### src/hdl/aes_ctrl_cfg.svh
`ifndef AES_CTRL_CFG_SVH
`define AES_CTRL_CFG_SVH

// Data path widths
`define AES_BLK_W 128
`define AES_KEY_W 128

// Command field in the low bits of the command beat, bit 0 selects CBC
`define AES_CMD_W 32

// AES-128 round count
`define AES_ROUNDS 10

// Input buffer depth, equal to the source's starting credits
`define AES_IN_CREDITS 2

// Sink buffer size, equal to our starting output credits
`define AES_OUT_CREDITS 4

`endif
### src/hdl/aes_ctrl_pkg.sv
`include "aes_ctrl_cfg.svh"

package aes_ctrl_pkg;

	// ==============================
	// Vector types
	// ==============================
	typedef logic [`AES_BLK_W-1:0] blk_t;
	typedef logic [`AES_KEY_W-1:0] key_t;
	typedef logic [`AES_CMD_W-1:0] cmd_t;

	// Round index, 0 when idle
	typedef logic [3:0] round_t;

	// Enough for either credit pool
	typedef logic [2:0] credit_t;

	// ==============================
	// Beat and state types
	// ==============================

	// Input beats, payload blocks and output beats
	typedef struct packed {
		logic last;
		blk_t data;
	} beat_t;

	typedef enum logic {
		ECB = 1'b0,
		CBC = 1'b1
	} chain_e;

	typedef enum logic [1:0] {
		GET_CMD,
		GET_KEY,
		PAYLOAD
	} decode_state_e;

endpackage

### src/hdl/aes_mode_execute.sv
`timescale 1ns/1ps

module aes_mode_execute import aes_ctrl_pkg::*; (
	input  logic   aes_clk,
	input  logic   aes_reset,
	input  logic   pay_valid,
	input  beat_t  pay_beat,
	output logic   pay_take,
	input  chain_e mode,
	input  key_t   key,
	output logic   frame_done,
	output logic   core_start,
	output blk_t   core_blk,
	input  logic   core_busy,
	input  logic   core_done,
	input  blk_t   core_result,
	input  logic   slot_free,
	output logic   res_valid,
	output beat_t  res_beat,
	input  logic   frame_end
);

	logic first_blk;
	logic iv_take;
	logic blk_last;
	blk_t chain;

	// One block in flight, so the slot is still free when its done arrives
	assign pay_take = pay_valid && !core_busy && !core_done && slot_free;
	assign iv_take = pay_take && first_blk && (mode == CBC);
	assign core_start = pay_take && !iv_take;
	assign core_blk = (mode == CBC) ? (pay_beat.data ^ chain) : pay_beat.data;

	assign res_valid = core_done;
	assign res_beat = '{last: blk_last, data: core_result};
	assign frame_done = frame_end;

	always_ff @(posedge aes_clk) begin
		if (aes_reset)
			first_blk <= 1'b1;
		else if (frame_end)
			first_blk <= 1'b1;
		else if (pay_take)
			first_blk <= 1'b0;
	end

	// IV first, then each ciphertext becomes the chain value
	always_ff @(posedge aes_clk) begin
		if (iv_take)
			chain <= pay_beat.data;
		else if (core_done)
			chain <= core_result;
		if (core_start)
			blk_last <= pay_beat.last;
	end

endmodule

### config.mk
export PLATFORM = sky130hd
export DESIGN_NAME = aes_mode_execute
export DESIGN_NICKNAME = d
export VERILOG_FILES = /design/src/hdl/aes_ctrl_pkg.sv /design/src/hdl/aes_mode_execute.sv
export VERILOG_INCLUDE_DIRS = /design/src /design/src/hdl
export SDC_FILE = /design/constraint.sdc
export NUM_CORES = 1
export LEC_CHECK = 0
export ABC_AREA = 1
export BUFFER_PORTS_ARGS = -buffer_cell sky130_fd_sc_hd__buf_2
export CORE_AREA = 5 5 248 250
export CTS_BUF_LIST = sky130_fd_sc_hd__clkbuf_8 sky130_fd_sc_hd__clkbuf_16
export DETAILED_ROUTE_END_ITERATION = 10
export DIE_AREA = 0 0 253 255
export GPL_ROUTABILITY_DRIVEN = 0
export PLACE_DENSITY_LB_ADDON = 0.3
export REMOVE_ABC_BUFFERS = 1
export SYNTH_ARGS = -nofsm -noshare
export SYNTH_HDL_FRONTEND = slang
export SYNTH_SLANG_ARGS = --single-unit
### constraint.sdc
create_clock -name aes_clk -period 4.1 [get_ports aes_clk]
set_clock_uncertainty 0.2 [all_clocks]
set_input_delay 0.41 -clock aes_clk [delete_from_list [all_inputs] [get_ports aes_clk]]
set_output_delay 0.41 -clock aes_clk [all_outputs]
set_load 0.02 [all_outputs]
# --- After elaboration in Yosys (flattened, before gate mapping) ---
# Cells that the tools add are included.
# W data, S select, Z words.
word_totals:
  register_bits: 130
  input_bits: 393
  out_inout_bits: 261
  wordCells: 18
op_classes:
  n_mux: 3
  bitwise: 1
  reduce_logical: 11
ops:
  columns: ["operator", "count"]
  rows:
  - ["$mux W128", 3]
  - ["$xor A128 B128 Y128", 1]
  - ["$logic_and A1 B1 Y1", 6]
  - ["$logic_not A1 Y1", 3]
  - ["$reduce_bool A2 Y1", 1]
  - ["$reduce_or A2 Y1", 1]

# --- Depth between registers and ports, before layout ---
logic_depth:
  depth_word: 8
  mapped_depth: 7
  ltp_nobuf: 5

# --- Worst setup path after synthesis ---
# Ideal clock, no wire load.
synth_path:
  path_kind: "input to register"
  from: "input core_done"
  to: "register chain[0] (enable)"
  setup_time_ps: 492
  arrival_time_ps: 3738
  t_required_ps: 3408
  setup_slack_ps: -330
  path_stages: 5
  path_buffers: 2
  path_cell_list: "nor2_2 > nand3_1 > buf_2 > buf_2 > nand2_1"
synth_via:
  elab_chain_len: 6
synth_rtl:
  columns: ["item", "line", "rtl"]
  rows:
  - ["from (decl)", "aes_mode_execute.sv:15", "input logic core_done,"]
  - ["$logic_not A1 Y1", "aes_mode_execute.sv:29", "assign pay_take = pay_valid && !core_busy && !core_done && slot_free;"]
  - ["$logic_and A1 B1 Y1 (2 in a row)", "aes_mode_execute.sv:29", null]
  - ["$logic_and A1 B1 Y1 (2 in a row)", "aes_mode_execute.sv:30", "assign iv_take = pay_take && first_blk && (mode == CBC);"]
  - ["$reduce_bool A2 Y1 (no source line) *", null, null]
  - ["to (signal assigned)", "aes_mode_execute.sv:50", "chain <= pay_beat.data;"]
  - ["to (signal assigned)", "aes_mode_execute.sv:52", "chain <= core_result;"]
  - ["to (decl)", "aes_mode_execute.sv:26", "blk_t chain;"]
# Mark *: on every way between the ends. The rest lies on a longest branch, timed or not.
# A chain may end at the register's enable or synchronous reset.

# --- Final worst setup path ---
layout_path:
  from: "input slot_free"
  to: "register chain[90] (enable)"
layout_via:
  elab_chain_len: 4
layout_rtl:
  columns: ["item", "line", "rtl"]
  rows:
  - ["from (decl)", "aes_mode_execute.sv:17", "input logic slot_free,"]
  - ["$logic_and A1 B1 Y1", "aes_mode_execute.sv:29", null]
  - ["$logic_and A1 B1 Y1 (2 in a row)", "aes_mode_execute.sv:30", null]
  - ["$reduce_bool A2 Y1 (no source line)", null, null]
# Every way passes these cells.

==> results by group <==
Synthesis
  – Flops & latches, synth: between 100 and 150
  – Synth unique cells: 13
  – Synthesized instance count: roughly 1.1k
  – Area of the mapped netlist: approximately 9000 µm²
  – Syn Area/Cell: ~8.2 µm²
  – Register area share after synthesis: between 40% and 50%
  – YS warnings: 0

Placed design
  – Placed insts: approximately 2.2k
  – DP Area: between 10000 and 15000 µm²
  – Port bufs: 525
  – Hpwl dp: between 20000 and 30000 µm

STA
  – Final min period: 2.601 ns
  – Worst slew margin: approximately a third
  – Final max-slew violation count: 0
  – Fmax: slightly below 0.4 GHz
  – RSZ-0062 raised after global routing: no
  – Hold Violations, Final: 0
  – Worst-margin pin slew: around 0.97 ns
  – Post-Route Setup TNS: 0 ns
  – Final critical-path share of the clock period: between 60% and 70%
  – Final setup vio count: 0

Worst setup path
  – Critical Path Start Type: input pin
  – Top delay family on crit path: simple AND/OR/NAND/NOR gates
  – R2R setup slack: 1.71 ns
  – Setup CP Type: input pin to register
  – Worst Setup End Kind: register
  – Critical Path AT: 2.54 ns
  – Reg2reg start: first_blk
  – CP max stage delay: around 0.66 ns
  – CP required: 4.04 ns
  – Crit Path Max Fanout: slightly above 50
  – R2R cell count: 5
  – Crit path cell chain: buf_2 > nand2_1 > inv_4 > nand3_4 > nand2_4 > buf_12
  – Crit-path slowest cell: nand2_4
  – Buffers and inverters on the worst path: 3
  – Reg2reg end: chain[90]

GRT
  – Global Route Usage Sum: approximately 11%
  – Largest net degree at the start of global routing: 99
  – Initial antenna violation count: 3
  – First-pass GRT wire length: 54280 µm
  – Number of global-route vias before repair: approximately 9.0k
  – Grt ovf: 0

Floorplanning
  – Core ar.: 58800 µm²
  – Die Wd: about 250 µm
  – Core Rows: between 80 and 90
  – Initial Util: approximately 16%
  – Area of the die: between 60000 and 70000 µm²
  – Die Height: ~260 µm
  – # IOs: about 650

Power and ir drop
  – P_leak: 6.628 nW
  – Logic pwr share: 27.2%
  – Net switching power figure: around 0.0014 W
  – Total chip power: 0.004291 W
  – Max VDD drop: approximately 0.00031 V
  – Power density cells: 328.2 nW/µm²
  – Internal Pwr Total: a little under 0.003 W
  – Reg power frac: 36.9%
  – Clk pwr share: 35.9%
  – Sw frac: roughly 32%

Detailed routing
  – Vias per inst: roughly 3.8
  – Number of remaining DRC errors: 0
  – WL per Instance: 15.88 µm
  – DR pass1 iterations: 4
  – Initial drt markers: roughly 420
  – Routed WL: roughly 37000 µm
  – Via count: approximately 9k
  – Antenna-violating nets left: 0

Status
  – Outcome: complete, no violations

Cells and area
  – Layout cell share with drive strength beyond 1: between 30 and 40%
  – Final Non-Filler Cells: 2349
  – Leading cell type in the layout, fill and taps excluded: buf_2
  – Finished Cell Area: between 10000 and 15000 µm²
  – Commonest cells after routing, fill and taps aside: 524 x buf_2, 389 x nand2_1, 132 x inv_1
  – Area grow syn2layout: 42.92%
  – FILL cells: between 6k and 7k
  – Number of nets in the layout: about 2.0k

Worst hold path
  – Worst hold path startpoint: core_result[8]
  – Hold EP: chain[8]
  – Cell depth of the worst hold path: 3
  – Hold/Removal Path Class: input pin to register

Clock tree
  – Worst-Skew Late Latency: approximately 0.45 ns
  – Cts repair resizes: 0
  – CTS Buf Count: 17
  – Buffer depth of the longest clock path: 2
  – CTS clk-pin slew, worst paths: 0.06 ns
  – H-tree lvl count: 4
  – CTS Sinks: 130
  – CTS tree: done
  – CTS root buffer: clkbuf_16

Flow run
  – Max-cap violations: 0
## stage by stage
stage                     utilization [%]  hold WS [ns]  worst slack, ns
after floorplan                         -        0.2187           -6.300
after global routing                22.23       0.02538            1.295
final                               22.24       0.05750            1.499
after CTS                           22.23     0.0002255            1.389
after detailed placement            19.65        0.2781           0.8416
after global placement              19.65        0.2788           0.8244
## worst max path at each step
stage / startpoint / end / slack [ns] / cells after the start
4_1_cts: slot_free / chain[20] / 1.39 / 6
5_1_grt: pay_valid / chain[50] / 1.29 / 6
6_report: slot_free / chain[90] / 1.50 / 6
3_5_place_dp: slot_free / chain[1] / 0.84 / 6
2_1_floorplan: core_done / chain[0] / -6.30 / 3
3_3_place_gp: pay_valid / chain[12] / 0.82 / 6
## metal layers
layer,up-vias,share of wire [%],track usage (%)
li1,4329,-,-
met2,367,46,17.61
met1,4110,44,14.20
met5,-,0.035,0
met3,34,8.0,3.536
met4,2,2.2,4.118
## cells by family after synthesis
family / share of synthesized area [%]
simple gates: 24.96
buf+inv: 20.22
flops: 42.57
xor+xnor: 12.26
## state kept, by name, indices dropped and copies added, names as in the netlist
register and count:
first_blk 1, chain 128, blk_last 1
## cell type report
type	instances	area (µm²)	area share [%]
Antenna cell	1	2.502	0.01914
Clock buffer	17	425.4	3.254
Clock inverter	14	148.9	1.139
Inverter	132	500.5	3.828
Multi-Input combinational cell	650	3430	26.23
Sequential cell	130	3894	29.78
Tap cell	773	967.2	7.398
Timing Repair Buffer	632	3706	28.35
## worst min-delay path: stages
cell and delay, ns:
buf_2 0.09, nand2_1 0.05, nand2_1 0.05
## power by group through the flow
stage	Clock [W]	Sequential, W	Combinational [W]
after floorplan	0	0.00161	0.000478
after global placement	0	0.00161	0.00112
after detailed placement	0	0.00161	0.00111
after CTS	0.00163	0.00158	0.00119
after global routing	0.00167	0.00159	0.00127
final	0.00154	0.00158	0.00117
## cell usage after synthesis
master	instances	area, µm²
nand2_1	390	1464
buf_4	141	1059
inv_1	131	491.7
edfxtp_1	129	3874
nand4_1	128	800.8
xor2_1	128	1121
buf_2	56	280.3
clkbuf_1	4	15.01
nor2_1	2	7.510
dfxtp_1	1	20.02
inv_2	1	3.750
nand3_1	1	5.000
nor2_2	1	6.260
## timing repair
item | in CTS | in global routing
hold buffers | 94 | 0
hold endpoints to repair | 93 | 0
setup buffers | 0 | 0
Power figures use the tool's default switching activity.
