===== src/hdl/aes_ctrl_cfg.svh =====
`ifndef AES_CTRL_CFG_SVH
`define AES_CTRL_CFG_SVH

// Data path widths
`define AES_BLK_W 128
`define AES_KEY_W 128

// Command field in the low bits of the command beat, bit 0 selects CBC
`define AES_CMD_W 32

// AES-128 round count
`define AES_ROUNDS 10

// Input buffer depth, equal to the source's starting credits
`define AES_IN_CREDITS 2

// Sink buffer size, equal to our starting output credits
`define AES_OUT_CREDITS 4

`endif

===== src/hdl/aes_ctrl_pkg.sv =====
`include "aes_ctrl_cfg.svh"

package aes_ctrl_pkg;

	// ==============================
	// Vector types
	// ==============================
	typedef logic [`AES_BLK_W-1:0] blk_t;
	typedef logic [`AES_KEY_W-1:0] key_t;
	typedef logic [`AES_CMD_W-1:0] cmd_t;

	// Round index, 0 when idle
	typedef logic [3:0] round_t;

	// Enough for either credit pool
	typedef logic [2:0] credit_t;

	// ==============================
	// Beat and state types
	// ==============================

	// Input beats, payload blocks and output beats
	typedef struct packed {
		logic last;
		blk_t data;
	} beat_t;

	typedef enum logic {
		ECB = 1'b0,
		CBC = 1'b1
	} chain_e;

	typedef enum logic [1:0] {
		GET_CMD,
		GET_KEY,
		PAYLOAD
	} decode_state_e;

endpackage


===== src/hdl/aes_result_stage.sv =====
`timescale 1ns/1ps
`include "aes_ctrl_cfg.svh"

module aes_result_stage import aes_ctrl_pkg::*; (
	input  logic  aes_clk,
	input  logic  aes_reset,
	input  logic  res_valid,
	input  beat_t res_beat,
	output logic  slot_free,
	output logic  out_valid,
	output beat_t out_beat,
	input  logic  out_credit,
	output logic  frame_end
);

	logic slot_full;
	beat_t slot;
	credit_t credits;
	logic send;

	assign slot_free = !slot_full;
	assign send = slot_full && (credits != '0);
	assign frame_end = out_valid && out_beat.last;

	always_ff @(posedge aes_clk) begin
		if (aes_reset) begin
			slot_full <= 1'b0;
			out_valid <= 1'b0;
			credits <= credit_t'(`AES_OUT_CREDITS);
		end else begin
			out_valid <= send;
			if (res_valid)
				slot_full <= 1'b1;
			else if (send)
				slot_full <= 1'b0;
			// Spend on send, refill on the sink's return pulse
			if (send && !out_credit)
				credits <= credits - 1'b1;
			else if (!send && out_credit)
				credits <= credits + 1'b1;
		end
	end

	always_ff @(posedge aes_clk) begin
		if (res_valid)
			slot <= res_beat;
		if (send)
			out_beat <= slot;
	end

endmodule


===== config.mk =====
export PLATFORM = sky130hd
export DESIGN_NAME = aes_result_stage
export DESIGN_NICKNAME = d
export VERILOG_FILES = /design/src/hdl/aes_ctrl_pkg.sv /design/src/hdl/aes_result_stage.sv
export VERILOG_INCLUDE_DIRS = /design/src /design/src/hdl
export SDC_FILE = /design/constraint.sdc
export NUM_CORES = 1
export LEC_CHECK = 0
export ABC_AREA = 1
export BUFFER_PORTS_ARGS = -buffer_cell sky130_fd_sc_hd__buf_2
export CORE_ASPECT_RATIO = 1.1
export CORE_MARGIN = 2
export CORE_UTILIZATION = 49
export CTS_CLUSTER_DIAMETER = 40
export DETAILED_ROUTE_END_ITERATION = 8
export GPL_TIMING_DRIVEN = 0
export HOLD_SLACK_MARGIN = 0.1
export PLACE_DENSITY = 0.83
export SETUP_SLACK_MARGIN = 0.5
export SYNTH_ARGS = -nofsm -noshare
export SYNTH_HDL_FRONTEND = slang
export SYNTH_SLANG_ARGS = --single-unit

===== constraint.sdc =====
create_clock -name aes_clk -period 5.94 [get_ports aes_clk]
set_clock_uncertainty 0.1 [all_clocks]
set_input_delay 1.188 -clock aes_clk [delete_from_list [all_inputs] [get_ports aes_clk]]
set_output_delay 1.188 -clock aes_clk [all_outputs]
set_load 0.005 [all_outputs]

[Word level (Yosys, flattened, before mapping)]
Cells that the tools add are included.
Word-level totals
  register bits after elaboration: 263
  input bits: 133
  output and inout port bits: 132
  word-level logic and storage cells: 23
Cells by class
  add/sub/neg operators: 2
  mux-type cells: 4
  reduce and logical (&&, ||, !) cells: 10
Operator list (count)
  3-bit 2-to-1 mux: 2
  1-bit logical AND: 4
  2-bit nonzero test: 2
  3-bit by 1-bit adder with 3-bit output, second input constant: 1
  1-bit logical NOT: 3
  3-bit nonzero test: 1
  3-bit by 1-bit subtractor with 3-bit output, second input constant: 1
  1-bit 2-to-1 mux: 2

[Depth between registers and ports, before layout]
Gate-level depths: netlist of the first run.
  depth in word-level cells: 6
  depth in mapped cells: 12
  depth with buffers taken out: 12

[Least setup slack after synthesis of the first run]
OpenSTA, ideal clock, no wires.
  path type: register to register
  start: register credits[1]
  end: register credits[2]
  library setup time: 120 ps
  arrival time: 4229 ps
  required time: 5720 ps
  setup slack: 1491 ps
  stages on the path, launching flop included: 12
  path buffers: 0
  clock period less this slack: 4449 ps
  cell sequence: dfxtp_1 > inv_2 > nand3_1 > nand2_1 > inv_1 > ha_1 > inv_2 > fa_1 > nand2_2 > nand3_1 > nand2_1 > nand3_1
Between the ends
  cells in the longest elaborated chain, start to end: 5
  elaborated cells on any way between the ends: 10
  those cells by class: add/sub (2); mux (2); reduce/logical (6)
Ends and longest elaborated chain
  from (decl): line aes_result_stage.sv:18  | credit_t credits;
  from (signal assigned): line aes_result_stage.sv:29  | credits <= credit_t'(`AES_OUT_CREDITS);
  from (signal assigned): line aes_result_stage.sv:38  | credits <= credits - 1'b1;
  from (signal assigned): line aes_result_stage.sv:40  | credits <= credits + 1'b1;
  3-bit nonzero test (*): line aes_result_stage.sv:22  | assign send = slot_full && (credits != '0);
  1-bit logical AND (*): line aes_result_stage.sv:22
  net send: line aes_result_stage.sv:19  | logic send;
  1-bit logical NOT: line aes_result_stage.sv:39  | else if (!send && out_credit)
  1-bit logical AND: line aes_result_stage.sv:39
  2-bit nonzero test (no source line)
Mark *: on every way through the listed nets, which the timed path passes. The rest lies on a longest branch. The select of a mux whose other input is x is not followed.
A chain may end at the register's enable or synchronous reset.

[Worst setup path in the final report of the first run]
  start: register out_beat[128] (netlist name)
  end: output frame_end
Between the ends
  cells in the longest elaborated chain, start to end: 1
Ends and longest elaborated chain
  from (decl): line aes_result_stage.sv:11  | output beat_t out_beat,
  from (signal assigned): line aes_result_stage.sv:48  | out_beat <= slot;
  1-bit logical AND: line aes_result_stage.sv:23  | assign frame_end = out_valid && out_beat.last;
  to (decl): line aes_result_stage.sv:13  | output logic frame_end
No other way between the ends.

==> flow_metrics.py, run 1 <==
metrics = {
    "route": {
        "post-route-drc-count": 0,
        "via_per_inst": 4.726,
        "dr_wl_met3_um": 1365,
        "dr.max_layer_used": "met4",
        "wire_per_inst_um": 17.90,
        "final_antenna_net_count": 0,
        "firstDrtPassIters": 4,
        "m1WireLength_um": 5287,
        "first_iter_violations": 233,
        "vias": 3852,
        "wl_um": 14590,
        "met2_length_um": 7318,
    },
    "final_layout": {
        "seq_area_um2": 7848,
        "layout_common_cells": "263 x buf_2, 258 x edfxtp_1, 29 x clkbuf_16, 7 x inv_1",
        "fin_area_um2": 10590,
        "drive_gt1_frac": 0.5221,
        "syn2layout_area_growth_pct": 32.35,
        "final_nets": 725,
        "antenna_cells": 0,
        "multi_input_area_um2": 110.1,
        "layout_commonest_cell": "buf_2",
        "fill_cells": 1056,
    },
    "die": {
        "die_height_um": 138.0,
        "dieArea_um2": 17370,
        "core_um2": 16190,
        "pin_count": 265,
        "row_count": 49,
        "start_util": 0.4944,
        "die_w_um": 125.9,
    },
    "global_route": {
        "track_usage": 0.1608,
        "grt_max_degree": 73,
        "grt-ovfl-total": 0,
        "grt_pass1_wl_um": 21610,
        "grt_pass1_vias": 4129,
        "grt_antenna_before_repair": 0,
    },
    "cts": {
        "cts_root_buffer": "clkbuf_16",
        "clk_pin_slew_ns": 0.06,
        "postCtsSetupBuffers": 0,
        "cts_tree": "yes",
        "insertion_delay_ns": 0.52,
        "h-tree-depth": 1,
        "clock_sinks": 263,
        "post_cts_resize_count": 0,
        "cts_inserted_buffers": 29,
        "cts_buffer_depth": 3,
        "hold_buffers": 0,
    },
    "timing": {
        "timing.final.crit_period_ns": 2.431,
        "post-route-period-util": 0.4092,
        "tightest_slew_ns": 0.5802,
        "rsz0062_at_grt": "no",
        "slew_viol_final": 0,
        "final-setup-viol-count": 0,
        "setup-tns-final_ns": 0,
        "finalHoldViolations": 0,
        "slew_headroom": 0.6132,
        "clock.fmax_mhz": 411.4,
    },
    "worst_setup_path": {
        "crit_end": "frame_end",
        "r2r_start": "credits[1]",
        "crit_path_end_kind": "primary output",
        "worst_setup_path_start_kind": "flop",
        "cp.arrival_ns": 1.14,
        "regToRegEndpoint": "credits[2]",
        "crit_start": "out_beat[128]",
        "reg2reg_slack_ns": 3.55,
        "rr_worst_depth": 11,
        "cp_max_fo": 2,
        "worstSetupPathType": "reg2out",
        "worstPathRequired_ns": 4.65,
    },
    "placement": {
        "gp_congestion": 0.7115,
        "place_area_um2": 9646,
        "io_buffers": 264,
        "place_hpwl_um": 9981,
    },
    "flow_run": {
        "max-cap-violations": 0,
    },
    "synthesis": {
        "yosys_warnings": 0,
        "syn_nets": 428,
        "syn_area_um2": 8003,
        "avgSynthCellArea_um2": 27.31,
        "synth-seq-cells": 263,
        "yosysUniqueCellTypes": 13,
        "syn_inst": 293,
        "seq_area_frac_synth": 0.9806,
    },
    "power_and_ir_drop": {
        "p_leak_nw": 4.138,
        "irDropWorstVdd_mv": 0.2947,
        "powerDensity_nw_per_um2": 387.4,
    },
    "status": {
        "status": "complete, no violations",
    },
    "min_path": {
        "hp-class": "reg2reg",
    },
}
-- cells in the mapped netlist --
master    number  area share
nand2_1        4      0.0019
inv_2          4      0.0019
nand3_1        3      0.0019
nor2_1         1     0.00047
nand2_2        1     0.00078
o21ai_0        2      0.0013
inv_1          8      0.0038
nand4_1        2      0.0016
fa_1           1      0.0025
edfxtp_1     258        0.97
ha_1           1      0.0016
a21oi_1        3      0.0019
dfxtp_1        5       0.013
-- critical path: stages, from the launching register on --
cell,delay (ns)
edfxtp_1,0.39
nand2_1,0.07
inv_1,0.04
buf_2,0.12
-- how the worst min path moves through the flow --
stage               from             to  slack [ns]  cells past startpoint
2_1_floorplan    slot[0]    out_beat[0]        0.30                      0
3_3_place_gp    slot[36]   out_beat[36]        0.30                      0
3_5_place_dp   slot[101]  out_beat[101]        0.30                      0
4_1_cts        slot[117]  out_beat[117]        0.32                      0
5_1_grt         slot[28]   out_beat[28]        0.32                      0
6_report       slot[101]  out_beat[101]        0.31                      0
-- cells by family after synthesis --
kind of cell	count (synthesis)	synth area share
buffers and inverters	12	0.005628
flip-flops	263	0.9806
AO/OA/AOI/OAI	5	0.003126
adder cells (fa/ha/maj)	2	0.004065
AND/OR/NAND/NOR	11	0.006565
-- state kept, by name (all words and copies together), names as in the netlist --
register	flops
out_beat	129
slot	129
credits	3
out_valid	1
slot_full	1
-- where the power goes --
group	switching, mW	total (mW)	internal, mW	leakage [nW]
sequential	0.0346	2.23	2.19	2.51
combinational	0.0960	0.168	0.0724	1.17
clock	0.707	1.71	0.998	0.455
total	0.838	4.10	3.27	4.14
-- layer usage --
| metal | GRT usage | up-vias |
|---|---|---|
| li1 | - | 1769 |
| met1 | 0.1850 | 1813 |
| met2 | 0.2731 | 219 |
| met3 | 0.05379 | 51 |
| met4 | 0.07519 | 0 |
| met5 | 0 | - |
-- final cells by class --
cell class,instances,share of cell area
tap,204,0.02410
sequential,263,0.7409
timing repair buffer,266,0.1305
clock buffer,30,0.06887
inverter,12,0.004725
multi-input combinational,18,0.01040
clock inverter,22,0.02044
-- through the flow --
step	instances	hold WS [ns]	utilization	power, mW	setup slack [ns]
2_1_floorplan	293	0.3003	-	2.301	1.491
3_3_place_gp	761	0.3002	0.5918	2.427	0.4880
3_5_place_dp	763	0.3045	0.5959	2.439	3.384
4_1_cts	815	0.3150	0.6544	4.146	3.475
5_1_grt	815	0.3210	0.6544	4.238	3.433
6_report	815	0.3130	0.6544	4.103	3.509
(Power assumes the default switching activity.)
==> inputs of run 2 (changes only) <==
CORE_UTILIZATION = 45   (was 49)
PLACE_DENSITY = 0.8   (was 0.83)
clock period = 2.1 ns   (was 5.94 ns; I/O delays follow)
==> run 2 against run 1 <==
Compared with the run above: worst hold slack got worse by 0.042 ns; first-iteration DRC count down 2.1%; setup slack worse by 3.3 ns; utilization grew 5.8 points; highest routed layer unchanged.
==> flow_metrics.py, run 2 (same netlist as run 1, synthesis figures left out) <==
metrics = {
    "power_and_ir_drop": {
        "irDropWorstVdd_mv": 0.8187,
        "power.share.combinational": 0.072,
        "clockPowerShare": 0.408,
        "p_leak_nw": 4.950,
        "powerDensity_nw_per_um2": 971.7,
        "switchingPower_mw": 2.468,
        "switching_share": 0.2032,
        "finalPower_mw": 12.14,
        "p_seq_frac": 0.520,
        "p_int_mw": 9.677,
    },
    "route": {
        "via_per_inst": 4.580,
        "final_antenna_net_count": 0,
        "wire_per_inst_um": 18.22,
        "vias": 4653,
        "wl_um": 18520,
        "post-route-drc-count": 0,
        "first_iter_violations": 228,
        "firstDrtPassIters": 6,
    },
    "min_path": {
        "holdPathStages": 1,
        "min_from": "res_valid",
        "hp-class": "in2reg",
        "hold_end": "slot[23]",
    },
    "final_layout": {
        "fin_util": 0.7122,
        "layout_common_cells": "263 x buf_2, 258 x edfxtp_1, 130 x dlygate4sd3_1, 37 x clkbuf_16, 18 x buf_4",
        "drive_gt1_frac": 0.4755,
        "final_nets": 889,
        "reg_top3": "out_beat x129, slot x129, credits x3",
        "syn2layout_area_growth_pct": 56.18,
        "layout_commonest_cell": "buf_2",
    },
    "worst_setup_path": {
        "path_delay_family": "adder cells",
        "path_cells": "inv_2 > nand3_2 > nand2_2 > clkinvlp_4 > buf_12 > ha_4 > inv_4 > fa_2 > inv_2 > nand2_2 > nand4_1 > nand3_2",
        "r2r_start": "credits[0]",
        "worstPathRequired_ns": 2.40,
        "crit_buf_inv": 5,
        "reg2reg_slack_ns": 0.26,
        "worst_setup_path_start_kind": "flop",
        "cp.arrival_ns": 2.15,
        "regToRegEndpoint": "credits[2]",
        "max_stage_delay_ns": 0.36,
        "worstSetupPathType": "reg2reg",
        "cp_max_fo": 2,
        "rr_worst_depth": 12,
        "cp.depth": 12,
        "cp_slowest_cell": "fa_2",
        "crit_path_end_kind": "flop",
    },
    "timing": {
        "timing.final.crit_period_ns": 1.845,
        "finalHoldViolations": 0,
        "post-route-period-util": 0.8784,
        "rsz0062_at_grt": "yes",
        "slew_headroom": 0.6038,
        "fin_ws_ns": 0.2554,
        "whs_ns": 0.2708,
        "final-setup-viol-count": 0,
        "slew_viol_final": 0,
        "setup-tns-final_ns": 0,
        "tightest_slew_ns": 0.5943,
        "clock.fmax_mhz": 542.1,
    },
    "cts": {
        "h-tree-depth": 1,
        "clk_pin_slew_ns": 0.06,
        "cts_root_buffer": "clkbuf_16",
        "clock_sinks": 263,
        "insertion_delay_ns": 0.52,
        "cts_buffer_depth": 3,
        "cts_tree": "yes",
        "cts_inserted_buffers": 30,
    },
    "die": {
        "die_height_um": 143.9,
        "dieArea_um2": 18870,
        "row_count": 51,
        "start_util": 0.4560,
        "pin_count": 265,
        "die_w_um": 131.2,
        "core_um2": 17550,
    },
    "placement": {
        "io_buffers": 264,
        "place_hpwl_um": 9889,
        "placement.setup.worst_slack_ns": -0.3589,
        "gp_congestion": 0.7062,
    },
    "global_route": {
        "grt_max_degree": 70,
        "grt_pass1_wl_um": 25940,
        "track_usage": 0.1792,
        "grt_pass1_vias": 5012,
        "grt_antenna_before_repair": 2,
        "grt-ovfl-total": 0,
    },
    "status": {
        "status": "complete, no violations",
    },
    "flow_run": {
        "max-cap-violations": 0,
    },
}
run 2: cell count changes in the layout (fill, tap and decap cells not counted), sizes merged:
cell         delta
clkinvlp        +1
diode           +2
clkbuf         +10
clkinv          -3
dlygate4sd3   +130
bufbuf          +2
buf            +25
run 2: what timing repair did:
| item | CTS | global route |
|---|---|---|
| gates resized for setup | 15 | 7 |
| pin swaps | 6 | 8 |
| endpoints found under the hold margin | 132 | 0 |
| gates cloned | 3 | 8 |
| buffers inserted | 10 | 10 |
| endpoints found under the setup margin | 123 | 98 |
| hold buffers | 130 | 0 |
run 2: power groups by stage:
stage | Clock [mW] | Sequential (mW) | Combinational [mW]
after global placement | 0 | 6.42 | 0.443
after detailed placement | 0 | 6.42 | 0.497
after CTS | 5.04 | 6.31 | 0.769
after floorplan | 0 | 6.42 | 0.0870
final | 4.96 | 6.32 | 0.869
after global routing | 5.26 | 6.34 | 0.924
run 2: area by class of cell:
class | count | area, um2
Antenna cell | 2 | 5.005
Clock inverter | 20 | 183.9
Sequential cell | 263 | 7851
Tap cell | 238 | 297.8
Inverter | 12 | 51.30
Fill cell | 991 | 5050
Timing Repair Buffer | 429 | 3171
Clock buffer | 34 | 787.0
Multi-Input combinational cell | 18 | 151.4
run 2: worst max path at each step:
| stage | startpoint | to | slack [ns] |
|---|---|---|---|
| 2_1_floorplan | credits[0] | credits[1] | -1.50 |
| 3_3_place_gp | credits[0] | credits[2] | -2.21 |
| 3_5_place_dp | credits[2] | credits[2] | -0.36 |
| 4_1_cts | credits[1] | credits[2] | 0.31 |
| 5_1_grt | credits[0] | credits[2] | 0.19 |
| 6_report | credits[0] | credits[2] | 0.26 |
run 2: per-stage QoR:
step           instances  area, um2
6_report            1016      12500
5_1_grt             1016      12500
4_1_cts              996      12220
3_5_place_dp         799       9734
3_3_place_gp         795       9633
2_1_floorplan        293       8014
run 2: routing by layer:
layer / routed length, um / global-route usage
met1: 6255 / 0.1798
met2: 10370 / 0.3479
met3: 1179 / 0.04727
met4: 712 / 0.08238
met5: 0 / 0
run 2: worst register-to-register path: stages (launching register included):
cell and delay, ns:
dfxtp_1 0.33, inv_2 0.06, nand3_2 0.09, nand2_2 0.08, clkinvlp_4 0.11, buf_12 0.10, ha_4 0.13, inv_4 0.03
fa_2 0.36, inv_2 0.08, nand2_2 0.07, nand4_1 0.10, nand3_2 0.08
