File: src/hdl/aes_ctrl_cfg.svh
`ifndef AES_CTRL_CFG_SVH
`define AES_CTRL_CFG_SVH

// Data path widths
`define AES_BLK_W 128
`define AES_KEY_W 128

// Command field in the low bits of the command beat, bit 0 selects CBC
`define AES_CMD_W 32

// AES-128 round count
`define AES_ROUNDS 10

// Input buffer depth, equal to the source's starting credits
`define AES_IN_CREDITS 2

// Sink buffer size, equal to our starting output credits
`define AES_OUT_CREDITS 4

`endif
File: src/hdl/aes_ctrl_pkg.sv
`include "aes_ctrl_cfg.svh"

package aes_ctrl_pkg;

	// ==============================
	// Vector types
	// ==============================
	typedef logic [`AES_BLK_W-1:0] blk_t;
	typedef logic [`AES_KEY_W-1:0] key_t;
	typedef logic [`AES_CMD_W-1:0] cmd_t;

	// Round index, 0 when idle
	typedef logic [3:0] round_t;

	// Enough for either credit pool
	typedef logic [2:0] credit_t;

	// ==============================
	// Beat and state types
	// ==============================

	// Input beats, payload blocks and output beats
	typedef struct packed {
		logic last;
		blk_t data;
	} beat_t;

	typedef enum logic {
		ECB = 1'b0,
		CBC = 1'b1
	} chain_e;

	typedef enum logic [1:0] {
		GET_CMD,
		GET_KEY,
		PAYLOAD
	} decode_state_e;

endpackage

File: src/hdl/aes_cmd_decode.sv
`timescale 1ns/1ps
`include "aes_ctrl_cfg.svh"

module aes_cmd_decode import aes_ctrl_pkg::*; (
	input  logic   aes_clk,
	input  logic   aes_reset,
	input  logic   in_valid,
	input  beat_t  in_beat,
	output logic   in_credit,
	output logic   pay_valid,
	output beat_t  pay_beat,
	input  logic   pay_take,
	output chain_e mode,
	output key_t   key,
	input  logic   frame_done
);

	localparam int DEPTH = `AES_IN_CREDITS;
	localparam int PTR_W = (DEPTH > 1) ? $clog2(DEPTH) : 1;

	beat_t buffer [DEPTH];
	logic [PTR_W-1:0] wr_ptr;
	logic [PTR_W-1:0] rd_ptr;
	credit_t fill;
	decode_state_e state;
	logic tail_seen;
	logic has_beat;
	logic pop;
	beat_t head;
	cmd_t cmd;

	// ==============================
	// Input buffer
	// ==============================
	assign has_beat = (fill != '0);
	assign head = buffer[rd_ptr];
	assign cmd = head.data[`AES_CMD_W-1:0];

	always_ff @(posedge aes_clk) begin
		if (in_valid)
			buffer[wr_ptr] <= in_beat;
	end

	always_ff @(posedge aes_clk) begin
		if (aes_reset) begin
			wr_ptr <= '0;
			rd_ptr <= '0;
			fill <= '0;
			in_credit <= 1'b0;
		end else begin
			if (in_valid)
				wr_ptr <= (wr_ptr == PTR_W'(DEPTH - 1)) ? '0 : wr_ptr + 1'b1;
			if (pop)
				rd_ptr <= (rd_ptr == PTR_W'(DEPTH - 1)) ? '0 : rd_ptr + 1'b1;
			if (in_valid && !pop)
				fill <= fill + 1'b1;
			else if (!in_valid && pop)
				fill <= fill - 1'b1;
			// One credit back per popped entry
			in_credit <= pop;
		end
	end

	// ==============================
	// Frame FSM
	// ==============================

	// Hold off once the last payload beat is gone, the next command may be queued
	assign pay_valid = (state == PAYLOAD) && has_beat && !tail_seen;
	assign pay_beat = head;

	always_comb begin
		case (state)
			GET_CMD, GET_KEY: pop = has_beat;
			PAYLOAD:          pop = pay_take;
			default:          pop = 1'b0;
		endcase
	end

	always_ff @(posedge aes_clk) begin
		if (aes_reset) begin
			state <= GET_CMD;
			mode <= ECB;
			tail_seen <= 1'b0;
		end else begin
			case (state)
				GET_CMD: if (has_beat) begin
					mode <= chain_e'(cmd[0]);
					state <= GET_KEY;
				end
				GET_KEY: if (has_beat) begin
					tail_seen <= 1'b0;
					state <= PAYLOAD;
				end
				PAYLOAD: begin
					if (pay_take && head.last)
						tail_seen <= 1'b1;
					if (frame_done)
						state <= GET_CMD;
				end
				default: state <= GET_CMD;
			endcase
		end
	end

	always_ff @(posedge aes_clk) begin
		if (state == GET_KEY && has_beat)
			key <= key_t'(head.data);
	end

endmodule

File: config.mk
export PLATFORM = sky130hd
export DESIGN_NAME = aes_cmd_decode
export DESIGN_NICKNAME = d
export VERILOG_FILES = /design/src/hdl/aes_ctrl_pkg.sv /design/src/hdl/aes_cmd_decode.sv
export VERILOG_INCLUDE_DIRS = /design/src /design/src/hdl
export SDC_FILE = /design/constraint.sdc
export NUM_CORES = 1
export LEC_CHECK = 0
export BUFFER_PORTS_ARGS = -buffer_cell sky130_fd_sc_hd__buf_2
export CAP_MARGIN = 0
export CORE_MARGIN = 4
export CORE_UTILIZATION = 53
export CTS_BUF_LIST = sky130_fd_sc_hd__clkbuf_8
export CTS_CLUSTER_DIAMETER = 60
export DETAILED_ROUTE_END_ITERATION = 7
export PLACE_DENSITY_LB_ADDON = 0.25
export SYNTH_ARGS = -nofsm -noshare
export SYNTH_HDL_FRONTEND = slang
export SYNTH_SLANG_ARGS = --single-unit
File: constraint.sdc
create_clock -name aes_clk -period 7.7 [get_ports aes_clk]
set_input_delay 0 -clock aes_clk [delete_from_list [all_inputs] [get_ports aes_clk]]
set_output_delay 0 -clock aes_clk [all_outputs]
set_load 0.02 [all_outputs]
[After elaboration in Yosys (flattened, before gate mapping)]
Memories as Yosys holds them, arrays and structs flattened. A register that Yosys moved wholly into a read port is not among the register bits.
Index checks and enable logic that the tools add are counted.
W data, S select, Z words.
Word-level totals
  register bits after elaboration: 138
  memory bits (writable): 258
  bits of input ports: 134
  output and inout bits: 260
  logic and storage cells: 52
  memories kept: 1
Memory list
  buffer: depth 2, width 129, read ports 1, clocked after memory_dff 1, write ports 1, line aes_cmd_decode.sv:21  | beat_t buffer [DEPTH];
Operators by class
  add/subtract/negate cells: 4
  equal/unequal tests: 6
  multiplexer cells: 16
  reductions and logical operators: 17
Operators with widths (count)
  $mux W1: 8
  $logic_and A1 B1 Y1: 6
  $mux W2: 3
  $mux W3: 2
  $ne A2 B2 Y1 const B: 3
  $pmux W2 S3: 1
  $reduce_and A3 Y1: 2
  $pmux W1 S2: 2
  $reduce_bool A2 Y1: 2
  $add A3 B1 Y3 const B: 1
  $logic_not A1 Y1: 3
  $reduce_bool A3 Y1: 1
  $sub A3 B1 Y3 const B: 1
  $add A1 B1 Y1 const B: 2
  $eq A2 B1 Y1 const B: 1
  $eq A2 B2 Y1 const B: 1
  $logic_not A2 Y1: 1
  $ne A2 B1 Y1 const B: 1
  $reduce_and A2 Y1: 1
  $reduce_or A2 Y1: 1

[Longest topological paths before layout]
Gate-level depths: netlist (run 1).
  depth after elaboration: 6
  depth in mapped cells: 8

[Least setup slack after synthesis (run 1)]
Ideal clock, no wire load.
  path type: register to register
  start: reg wr_ptr
  end: mem buffer[0][0] in the netlist's numbering, enable pin
  setup time: 634 ps
  data arrival time: 6029 ps
  setup slack: 1037 ps
  cell stages (with the launch flop): 2
  path buffers: 0
  clock period less this slack: 6663 ps
  cell sequence: dfxtp_1 nor2b_1
RTL lines
  from (decl): line aes_cmd_decode.sv:22  | logic [PTR_W-1:0] wr_ptr;
  from (signal assigned): line aes_cmd_decode.sv:52  | wr_ptr <= (wr_ptr == PTR_W'(DEPTH - 1)) ? '0 : wr_ptr + 1'b1;
  to (decl): line aes_cmd_decode.sv:21
Straight into the memory's write port.

==> results of run 1 <==
## state kept, by name, summed over array words and instances (netlist names), named ones only
| register | count |
|---|---|
| rd_ptr | 1 |
| wr_ptr | 1 |
| buffer | 258 |
| tail_seen | 1 |
| mode | 1 |
| state | 2 |
| key | 128 |
| in_credit | 1 |
| fill | 3 |
## Yosys cell counts, drive strengths merged
cell,count
o31ai,1
dfxtp,11
fa,1
ha,1
o21ai,2
xor2,3
nand2,1
or3,1
nand2b,1
inv,2
nor2b,1
and2,1
mux2i,1
nor3,3
xnor2,1
o41ai,1
o311ai,1
a21oi,2
nand3,1
o21a,1
buf,15
and2b,2
nor2,7
edfxtp,386
a2bb2oi,1
mux2,131
## worst max-delay path by stage
| stage | from | to | cells after the start | slack [ns] |
|---|---|---|---|---|
| after global placement | fill[0] | key[61] | 4 | 4.95 |
| after global routing | flop | pay_beat[74] | 3 | 4.46 |
| after CTS | flop | pay_beat[5] | 3 | 4.56 |
| after floorplan | wr_ptr | buffer[0][0] | 1 | 1.04 |
| final | flop | pay_beat[5] | 3 | 4.61 |
| after detailed placement | fill[0] | key[107] | 4 | 4.91 |
## cells by family (layout without fill, tap and decap cells)
logic type | Yosys count | after routing
multiplexers | 132 | 132
other | 0 | 1
adder cells (fa/ha/maj) | 2 | 2
AO/OA/AOI/OAI | 9 | 9
AND/OR/NAND/NOR | 18 | 18
XOR/XNOR | 4 | 4
buffers and inverters | 17 | 643
flip-flops | 397 | 397
## worst max-delay path: cells and delay by family (launching register included)
family / cells / cell delay, ns
muxes: 1 / 0.43
buffers and inverters: 2 / 1.03
DFF: 1 / 0.91
## power groups by stage
stage / clock (mW) / sequential (mW) / combinational, mW
after floorplan: 0 / 3.07 / 0.741
after global placement: 0 / 2.90 / 1.36
after detailed placement: 0 / 2.90 / 1.39
after CTS: 1.55 / 2.86 / 1.45
after global routing: 1.68 / 2.88 / 1.52
final: 1.52 / 2.86 / 1.44
## layout by cell type (no fill, tap or decap), types with 2 or more instances in the layout
cell,n
sky130_fd_sc_hd__a21oi_1,2
sky130_fd_sc_hd__and2b_1,2
sky130_fd_sc_hd__buf_2,393
sky130_fd_sc_hd__buf_4,6
sky130_fd_sc_hd__clkbuf_8,65
sky130_fd_sc_hd__clkinv_1,19
sky130_fd_sc_hd__clkinv_2,6
sky130_fd_sc_hd__clkinvlp_4,2
sky130_fd_sc_hd__dfxtp_1,10
sky130_fd_sc_hd__dlygate4sd3_1,135
sky130_fd_sc_hd__edfxtp_1,386
sky130_fd_sc_hd__inv_1,17
sky130_fd_sc_hd__mux2_2,131
sky130_fd_sc_hd__nor2_1,6
sky130_fd_sc_hd__nor3_1,2
sky130_fd_sc_hd__o21ai_0,2
sky130_fd_sc_hd__xor2_1,3
## metrics by stage
step           setup WS (ns)  cells  utilization  cell area, um2
6_report                4.61   1536        0.729           18400
5_1_grt                 4.46   1536        0.729           18400
4_1_cts                 4.56   1535        0.729           18400
3_5_place_dp            4.91   1293        0.633           16000
3_3_place_gp            4.95   1293        0.633           16000
2_1_floorplan           1.04    579            -           13600
## layer usage
metal / wire length (um) / share of wire / GRT usage
met2: 16300 / 0.53 / 0.372
met4: 1010 / 0.033 / 0.0794
met3: 2230 / 0.073 / 0.0540
met1: 11100 / 0.36 / 0.248
met5: 0 / 0 / 0
## area by class of cell
type                    instances  area share
diodes                          1    0.000136
multi-input cells             165      0.0945
clock inverters                42     0.00938
well taps                     330      0.0224
repair buffers                534       0.183
clock buffers                  65      0.0486
flip-flops and latches        397       0.642
inverters                       2    0.000408
## timing repair
item | CTS | global route
hold buffers | 135 | 0
hold endpoints to repair | 269 | 0
gates resized for setup | 0 | 0
==> impl_metrics.prom, run 1 <==
# TYPE chip_impl_metric gauge
chip_impl_info{name="status",value="complete, no violations"} 1
chip_impl_info{name="hold-path-endpoint",value="buffer[0][17]"} 1
chip_impl_metric{name="timing.clock.skew",unit="ns"} 0.0231
chip_impl_metric{name="num_rows",unit=""} 58
chip_impl_metric{name="synthesis.area_per_instance",unit="um2"} 23.5
chip_impl_info{name="reg2reg_to",value="key[57]"} 1
chip_impl_metric{name="synthCells",unit=""} 579
chip_impl_metric{name="power.internal",unit="mW"} 4.03
chip_impl_metric{name="antenna_found_initial",unit=""} 2
chip_impl_metric{name="boundaryPins",unit=""} 394
chip_impl_metric{name="synth-seq-area-share",unit=""} 0.867
chip_impl_metric{name="cts-root-to-sink-buffers",unit=""} 3
chip_impl_metric{name="drt_drc_violations_left",unit=""} 0
chip_impl_metric{name="drt-vias-per-instance",unit=""} 4.93
chip_impl_metric{name="worstHoldPathCells",unit=""} 2
chip_impl_metric{name="area.sequential",unit="mm2"} 0.0118
chip_impl_info{name="ys_top_cells_by_area",value="sky130_fd_sc_hd__edfxtp_1, sky130_fd_sc_hd__mux2_2, sky130_fd_sc_hd__dfxtp_1"} 1
chip_impl_metric{name="first_global_vias",unit=""} 8220
chip_impl_metric{name="finish.net_count",unit=""} 1295
chip_impl_metric{name="slew_at_the_pin_with_the_worst_max_slew_slack",unit="ns"} 1.09
chip_impl_metric{name="worst-endpoint-arrival",unit="ns"} 3.09
chip_impl_metric{name="setup_violations",unit=""} 0
chip_impl_metric{name="pin_count_of_the_biggest_net_entering_global_routing",unit=""} 76
chip_impl_info{name="worst-setup-path-type",value="reg -> out"} 1
chip_impl_metric{name="synth-compound-area-share",unit=""} 0.00496
chip_impl_metric{name="drt-total-wl",unit="um"} 30600
chip_impl_metric{name="dp_hpwl",unit="um"} 18700
chip_impl_metric{name="shortest_clock_period_the_worst_path_allows_after_layout",unit="ns"} 3.09
chip_impl_info{name="crit_chain",value="buf_4, mux2_2, buf_2"} 1
chip_impl_info{name="regToRegStartpoint",value="fill[0]"} 1
chip_impl_metric{name="yosys_register_bits",unit=""} 397
chip_impl_info{name="worstSetupStartpointType",value="flop"} 1
chip_impl_metric{name="grt.total_usage",unit=""} 0.210
chip_impl_metric{name="area.growth.synth_to_final",unit="%"} 35.2
chip_impl_metric{name="hold_violation_total_from_the_final_report",unit=""} 0
chip_impl_info{name="tritoncts",value="yes"} 1
chip_impl_metric{name="core-area",unit="mm2"} 0.0253
chip_impl_metric{name="cp_peak_stage_delay",unit="ns"} 0.91
chip_impl_metric{name="worstPathRequired",unit="ns"} 7.70
chip_impl_metric{name="layout_worst_path_cycle_share",unit=""} 0.401
chip_impl_metric{name="ir_worst_vdd",unit="uV"} 196
chip_impl_metric{name="die_height",unit="um"} 168
chip_impl_metric{name="post_cts_buffers",unit=""} 0
chip_impl_metric{name="power_leakage",unit="nW"} 7.04
chip_impl_metric{name="synth_fp_nets",unit=""} 715
chip_impl_info{name="combinational_family_with_the_most_area_after_synthesis",value="multiplexers"} 1
chip_impl_info{name="critical-path-slowest-cell",value="sky130_fd_sc_hd__dfxtp_4"} 1
chip_impl_metric{name="maxSlewHeadroom",unit=""} 0.276
chip_impl_metric{name="timing.hold.ws",unit="ns"} 0.151
chip_impl_metric{name="synthAdderAreaFrac",unit=""} 0.00239
chip_impl_metric{name="globalRouteOverflowTotal",unit=""} 0
chip_impl_metric{name="die-area",unit="mm2"} 0.0283
chip_impl_metric{name="initial_core_util",unit=""} 0.539
chip_impl_metric{name="swShare",unit=""} 0.307
chip_impl_metric{name="multiInputGateArea",unit="mm2"} 0.00174
chip_impl_metric{name="skew_pair_late_insertion_delay",unit="ns"} 0.57
chip_impl_info{name="crit_path_end_kind",value="output pin"} 1
chip_impl_metric{name="path_clk_slew",unit="ns"} 0.06
chip_impl_metric{name="post_synth_and_or_nand_nor_area_fraction",unit=""} 0.00753
chip_impl_metric{name="synthesized_area_fraction_occupied_by_xor_and_xnor_cells",unit=""} 0.00257
chip_impl_metric{name="dr.pass1.iters",unit=""} 4
chip_impl_metric{name="post_synth_mux_area_share",unit=""} 0.109
chip_impl_metric{name="post_route_cells_drive_above_1_share",unit=""} 0.506
chip_impl_info{name="yosysTopAreaCell",value="sky130_fd_sc_hd__edfxtp_1"} 1
chip_impl_metric{name="pwr-share-clk",unit=""} 0.261
chip_impl_info{name="hp-start",value="in_beat[17]"} 1
chip_impl_metric{name="placement.io_buffers",unit=""} 393
chip_impl_metric{name="timing.reg2reg.setup_slack",unit="ns"} 4.90
chip_impl_metric{name="wl_per_cell",unit="um"} 19.9
chip_impl_metric{name="synth_cell_types",unit=""} 28
chip_impl_metric{name="pwr-share-seq",unit=""} 0.491
chip_impl_metric{name="power.switching",unit="mW"} 1.78
chip_impl_metric{name="synth.cell_area",unit="mm2"} 0.0136
chip_impl_metric{name="routabilityCongestion",unit=""} 0.793
chip_impl_info{name="grt_setup_unrepaired",value="false"} 1
chip_impl_info{name="hold_path.class",value="in -> reg"} 1
chip_impl_metric{name="maxCapViolCount",unit=""} 0
chip_impl_metric{name="die_w",unit="um"} 168
chip_impl_metric{name="max_clock_freq",unit="GHz"} 0.324
chip_impl_metric{name="ys.warnings.count",unit=""} 0
chip_impl_metric{name="vias",unit=""} 7572
chip_impl_metric{name="timing.final.max_slew_violations",unit=""} 0
chip_impl_metric{name="drt_iter0_drc",unit=""} 452
chip_impl_metric{name="power",unit="mW"} 5.81
chip_impl_metric{name="global_route_wire_length_before_repair",unit="um"} 46100
chip_impl_metric{name="finalSetupTns",unit="ns"} 0
chip_impl_metric{name="crit_fanout",unit=""} 68
chip_impl_metric{name="power_per_cell_area",unit="mW/mm2"} 316
chip_impl_metric{name="cts.sinks",unit=""} 397
chip_impl_metric{name="cts_inserted_buffers",unit=""} 59
chip_impl_metric{name="synth.top_cell.area_share",unit=""} 0.851
chip_impl_metric{name="worst-r2r-cell-count",unit=""} 4
chip_impl_metric{name="p_comb_frac",unit=""} 0.247
chip_impl_metric{name="cts.htree.levels",unit=""} 2
chip_impl_info{name="cts_root_buffer",value="sky130_fd_sc_hd__clkbuf_8"} 1
chip_impl_metric{name="fill_cells",unit=""} 1535
chip_impl_metric{name="route.antenna.remaining_nets",unit=""} 0
No activity file was read; power rests on OpenSTA's default activity.
==> inputs of run 2 (changes only) <==
==> constraint.sdc (replaced) <==
create_clock -name aes_clk -period 2.9 [get_ports aes_clk]
set_input_delay 0 -clock aes_clk [delete_from_list [all_inputs] [get_ports aes_clk]]
set_output_delay 0 -clock aes_clk [all_outputs]
set_load 0.02 [all_outputs]
==> impl_metrics.prom, run 2 (synthesized netlist as in run 1, its figures left out) <==
# TYPE chip_impl_metric gauge
chip_impl_metric{name="timing.clock.skew",unit="ns"} 0.0272
chip_impl_metric{name="layout_worst_path_cycle_share",unit=""} 0.827
chip_impl_metric{name="gr-usage-met3",unit=""} 0.0561
chip_impl_metric{name="cts.htree.levels",unit=""} 2
chip_impl_metric{name="maxCapViolCount",unit=""} 0
chip_impl_metric{name="timing.reg2reg.setup_slack",unit="ns"} 0.50
chip_impl_metric{name="die-area",unit="mm2"} 0.0283
chip_impl_metric{name="crit_fanout",unit=""} 6
chip_impl_metric{name="worst-endpoint-arrival",unit="ns"} 2.88
chip_impl_metric{name="core-area",unit="mm2"} 0.0253
chip_impl_metric{name="ir_worst_vdd",unit="uV"} 707
chip_impl_metric{name="timing.hold.ws",unit="ns"} 0.149
chip_impl_metric{name="first_global_vias",unit=""} 8386
chip_impl_metric{name="area.growth.synth_to_final",unit="%"} 35.5
chip_impl_info{name="hold-path-endpoint",value="buffer[1][17]"} 1
chip_impl_info{name="worstSetupStartpointType",value="flop"} 1
chip_impl_metric{name="globalRouteOverflowTotal",unit=""} 0
chip_impl_metric{name="placement.io_buffers",unit=""} 393
chip_impl_metric{name="power_leakage",unit="nW"} 7.09
chip_impl_metric{name="global_route_wire_length_before_repair",unit="um"} 46300
chip_impl_metric{name="cts_inserted_buffers",unit=""} 59
chip_impl_metric{name="shortest_clock_period_the_worst_path_allows_after_layout",unit="ns"} 2.40
chip_impl_metric{name="pre_cts_slack",unit="ns"} 0.503
chip_impl_metric{name="wl_per_cell",unit="um"} 20.1
chip_impl_info{name="hp-start",value="in_beat[17]"} 1
chip_impl_info{name="crit_path_end_kind",value="flop"} 1
chip_impl_metric{name="power_per_cell_area",unit="mW/mm2"} 831
chip_impl_metric{name="die_height",unit="um"} 168
chip_impl_info{name="biggestRegsByFlops",value="buffer: 258 flops, key: 128 flops, fill: 3 flops"} 1
chip_impl_info{name="tritoncts",value="yes"} 1
chip_impl_metric{name="route.antenna.remaining_nets",unit=""} 0
chip_impl_info{name="regToRegStartpoint",value="state[0]"} 1
chip_impl_metric{name="grtUsageMet2",unit=""} 0.385
chip_impl_metric{name="hold_violation_total_from_the_final_report",unit=""} 0
chip_impl_metric{name="cts_resized",unit=""} 0
chip_impl_info{name="layout_common_cells",value="sky130_fd_sc_hd__buf_2, sky130_fd_sc_hd__edfxtp_1, sky130_fd_sc_hd__dlygate4sd3_1, sky130_fd_sc_hd__mux2_2, sky130_fd_sc_hd__clkbuf_8"} 1
chip_impl_metric{name="drt_iter0_drc",unit=""} 489
chip_impl_metric{name="worstHoldPathCells",unit=""} 2
chip_impl_metric{name="maxSlewHeadroom",unit=""} 0.606
chip_impl_metric{name="final_core_utilization",unit=""} 0.731
chip_impl_info{name="cts_root_buffer",value="sky130_fd_sc_hd__clkbuf_8"} 1
chip_impl_metric{name="largest_register_ff_count",unit=""} 258
chip_impl_metric{name="finish.net_count",unit=""} 1297
chip_impl_metric{name="grtUsageMet1",unit=""} 0.229
chip_impl_metric{name="setup_violations",unit=""} 0
chip_impl_metric{name="worstPathRequired",unit="ns"} 3.38
chip_impl_metric{name="cts_hold_buf",unit=""} 134
chip_impl_info{name="status",value="complete, no violations"} 1
chip_impl_metric{name="boundaryPins",unit=""} 394
chip_impl_metric{name="initial_core_util",unit=""} 0.539
chip_impl_info{name="largest-register",value="buffer"} 1
chip_impl_metric{name="drt-total-wl",unit="um"} 30800
chip_impl_metric{name="vias",unit=""} 7789
chip_impl_metric{name="pin_count_of_the_biggest_net_entering_global_routing",unit=""} 77
chip_impl_metric{name="finalSetupTns",unit="ns"} 0
chip_impl_metric{name="post_cts_buffers",unit=""} 0
chip_impl_metric{name="dr.pass1.iters",unit=""} 5
chip_impl_metric{name="antenna_found_initial",unit=""} 2
chip_impl_metric{name="slew_at_the_pin_with_the_worst_max_slew_slack",unit="ns"} 0.592
chip_impl_metric{name="worst_slack",unit="ns"} 0.501
chip_impl_metric{name="num_rows",unit=""} 58
chip_impl_metric{name="die_w",unit="um"} 168
chip_impl_info{name="most_frequent_standard_cell_in_the_layout_excluding_fill_and_tap_cells",value="sky130_fd_sc_hd__buf_2"} 1
chip_impl_info{name="worst-setup-path-type",value="reg -> reg"} 1
chip_impl_metric{name="drt-vias-per-instance",unit=""} 5.08
chip_impl_info{name="grt-busiest-layer",value="met2"} 1
chip_impl_metric{name="skew_pair_late_insertion_delay",unit="ns"} 0.58
chip_impl_metric{name="cts.sinks",unit=""} 397
chip_impl_metric{name="post_route_cells_drive_above_1_share",unit=""} 0.504
chip_impl_info{name="reg2reg_to",value="fill[2]"} 1
chip_impl_info{name="grt_setup_unrepaired",value="false"} 1
chip_impl_metric{name="routabilityCongestion",unit=""} 0.785
chip_impl_metric{name="path_clk_slew",unit="ns"} 0.06
chip_impl_metric{name="cts-root-to-sink-buffers",unit=""} 3
chip_impl_metric{name="dp_hpwl",unit="um"} 19400
chip_impl_metric{name="timing.final.max_slew_violations",unit=""} 0
chip_impl_metric{name="worst-r2r-cell-count",unit=""} 8
chip_impl_metric{name="grt.total_usage",unit=""} 0.211
chip_impl_metric{name="drt_drc_violations_left",unit=""} 0
chip_impl_metric{name="max_clock_freq",unit="GHz"} 0.417
chip_impl_info{name="hold_path.class",value="in -> reg"} 1
==> run 2: changes by cell type in the layout (fill, tap and decap cells not counted), moves of 4 or more <==
cell	before	now
sky130_fd_sc_hd__clkinv_1	19	10
sky130_fd_sc_hd__clkinv_2	6	2
sky130_fd_sc_hd__clkbuf_8	65	60
sky130_fd_sc_hd__buf_12	0	8
sky130_fd_sc_hd__buf_4	6	1
sky130_fd_sc_hd__inv_1	17	30
==> run 2: power by group <==
part | switching [mW] | total (mW) | internal (mW)
clock network | 1.96 | 3.86 | 1.90
registers | 0.220 | 7.46 | 7.24
logic | 2.54 | 4.01 | 1.48
==> run 2: worst max-delay path by stage <==
stage	cells past startpoint	start	to	slack (ns)
floorplan	2	fill[2]	key[0]	0.03
global placement	8	fill[2]	fill[2]	0.64
detailed placement	8	fill[2]	fill[2]	0.50
CTS	8	fill[2]	fill[2]	0.50
global route	8	fill[2]	fill[2]	0.35
finish	8	state[0]	fill[2]	0.50
==> run 2: through the flow <==
step	cell area (um2)	cells	power, mW
after global placement	16100	1296	11.3
after global routing	18500	1534	16.0
final	18500	1534	15.3
after CTS	18400	1532	15.4
after detailed placement	16100	1296	11.4
after floorplan	13600	579	10.0
==> run 2: routing by layer <==
| layer | share of wire | wire length [um] |
|---|---|---|
| met2 | 0.54 | 16600 |
| met4 | 0.040 | 1220 |
| met1 | 0.34 | 10600 |
| met3 | 0.077 | 2380 |
| met5 | 0 | 0 |
==> run 2: layout make-up <==
class / count / area (um2)
repair buffers: 536 / 3480
fillers: 1551 / 6800
diodes: 2 / 5.00
inverters: 2 / 7.51
well taps: 330 / 413
clock inverters: 42 / 169
flip-flops and latches: 397 / 11800
multi-input cells: 165 / 1740
clock buffers: 60 / 826
==> run 2: worst max-delay path: stages (launching register included) <==
cell	delay, ns
sky130_fd_sc_hd__dfxtp_1	0.44
sky130_fd_sc_hd__and2b_1	0.24
sky130_fd_sc_hd__a2bb2oi_2	0.25
sky130_fd_sc_hd__ha_1	0.23
sky130_fd_sc_hd__inv_1	0.06
sky130_fd_sc_hd__fa_1	0.37
sky130_fd_sc_hd__xor2_1	0.16
sky130_fd_sc_hd__or3_2	0.42
sky130_fd_sc_hd__a21oi_1	0.16
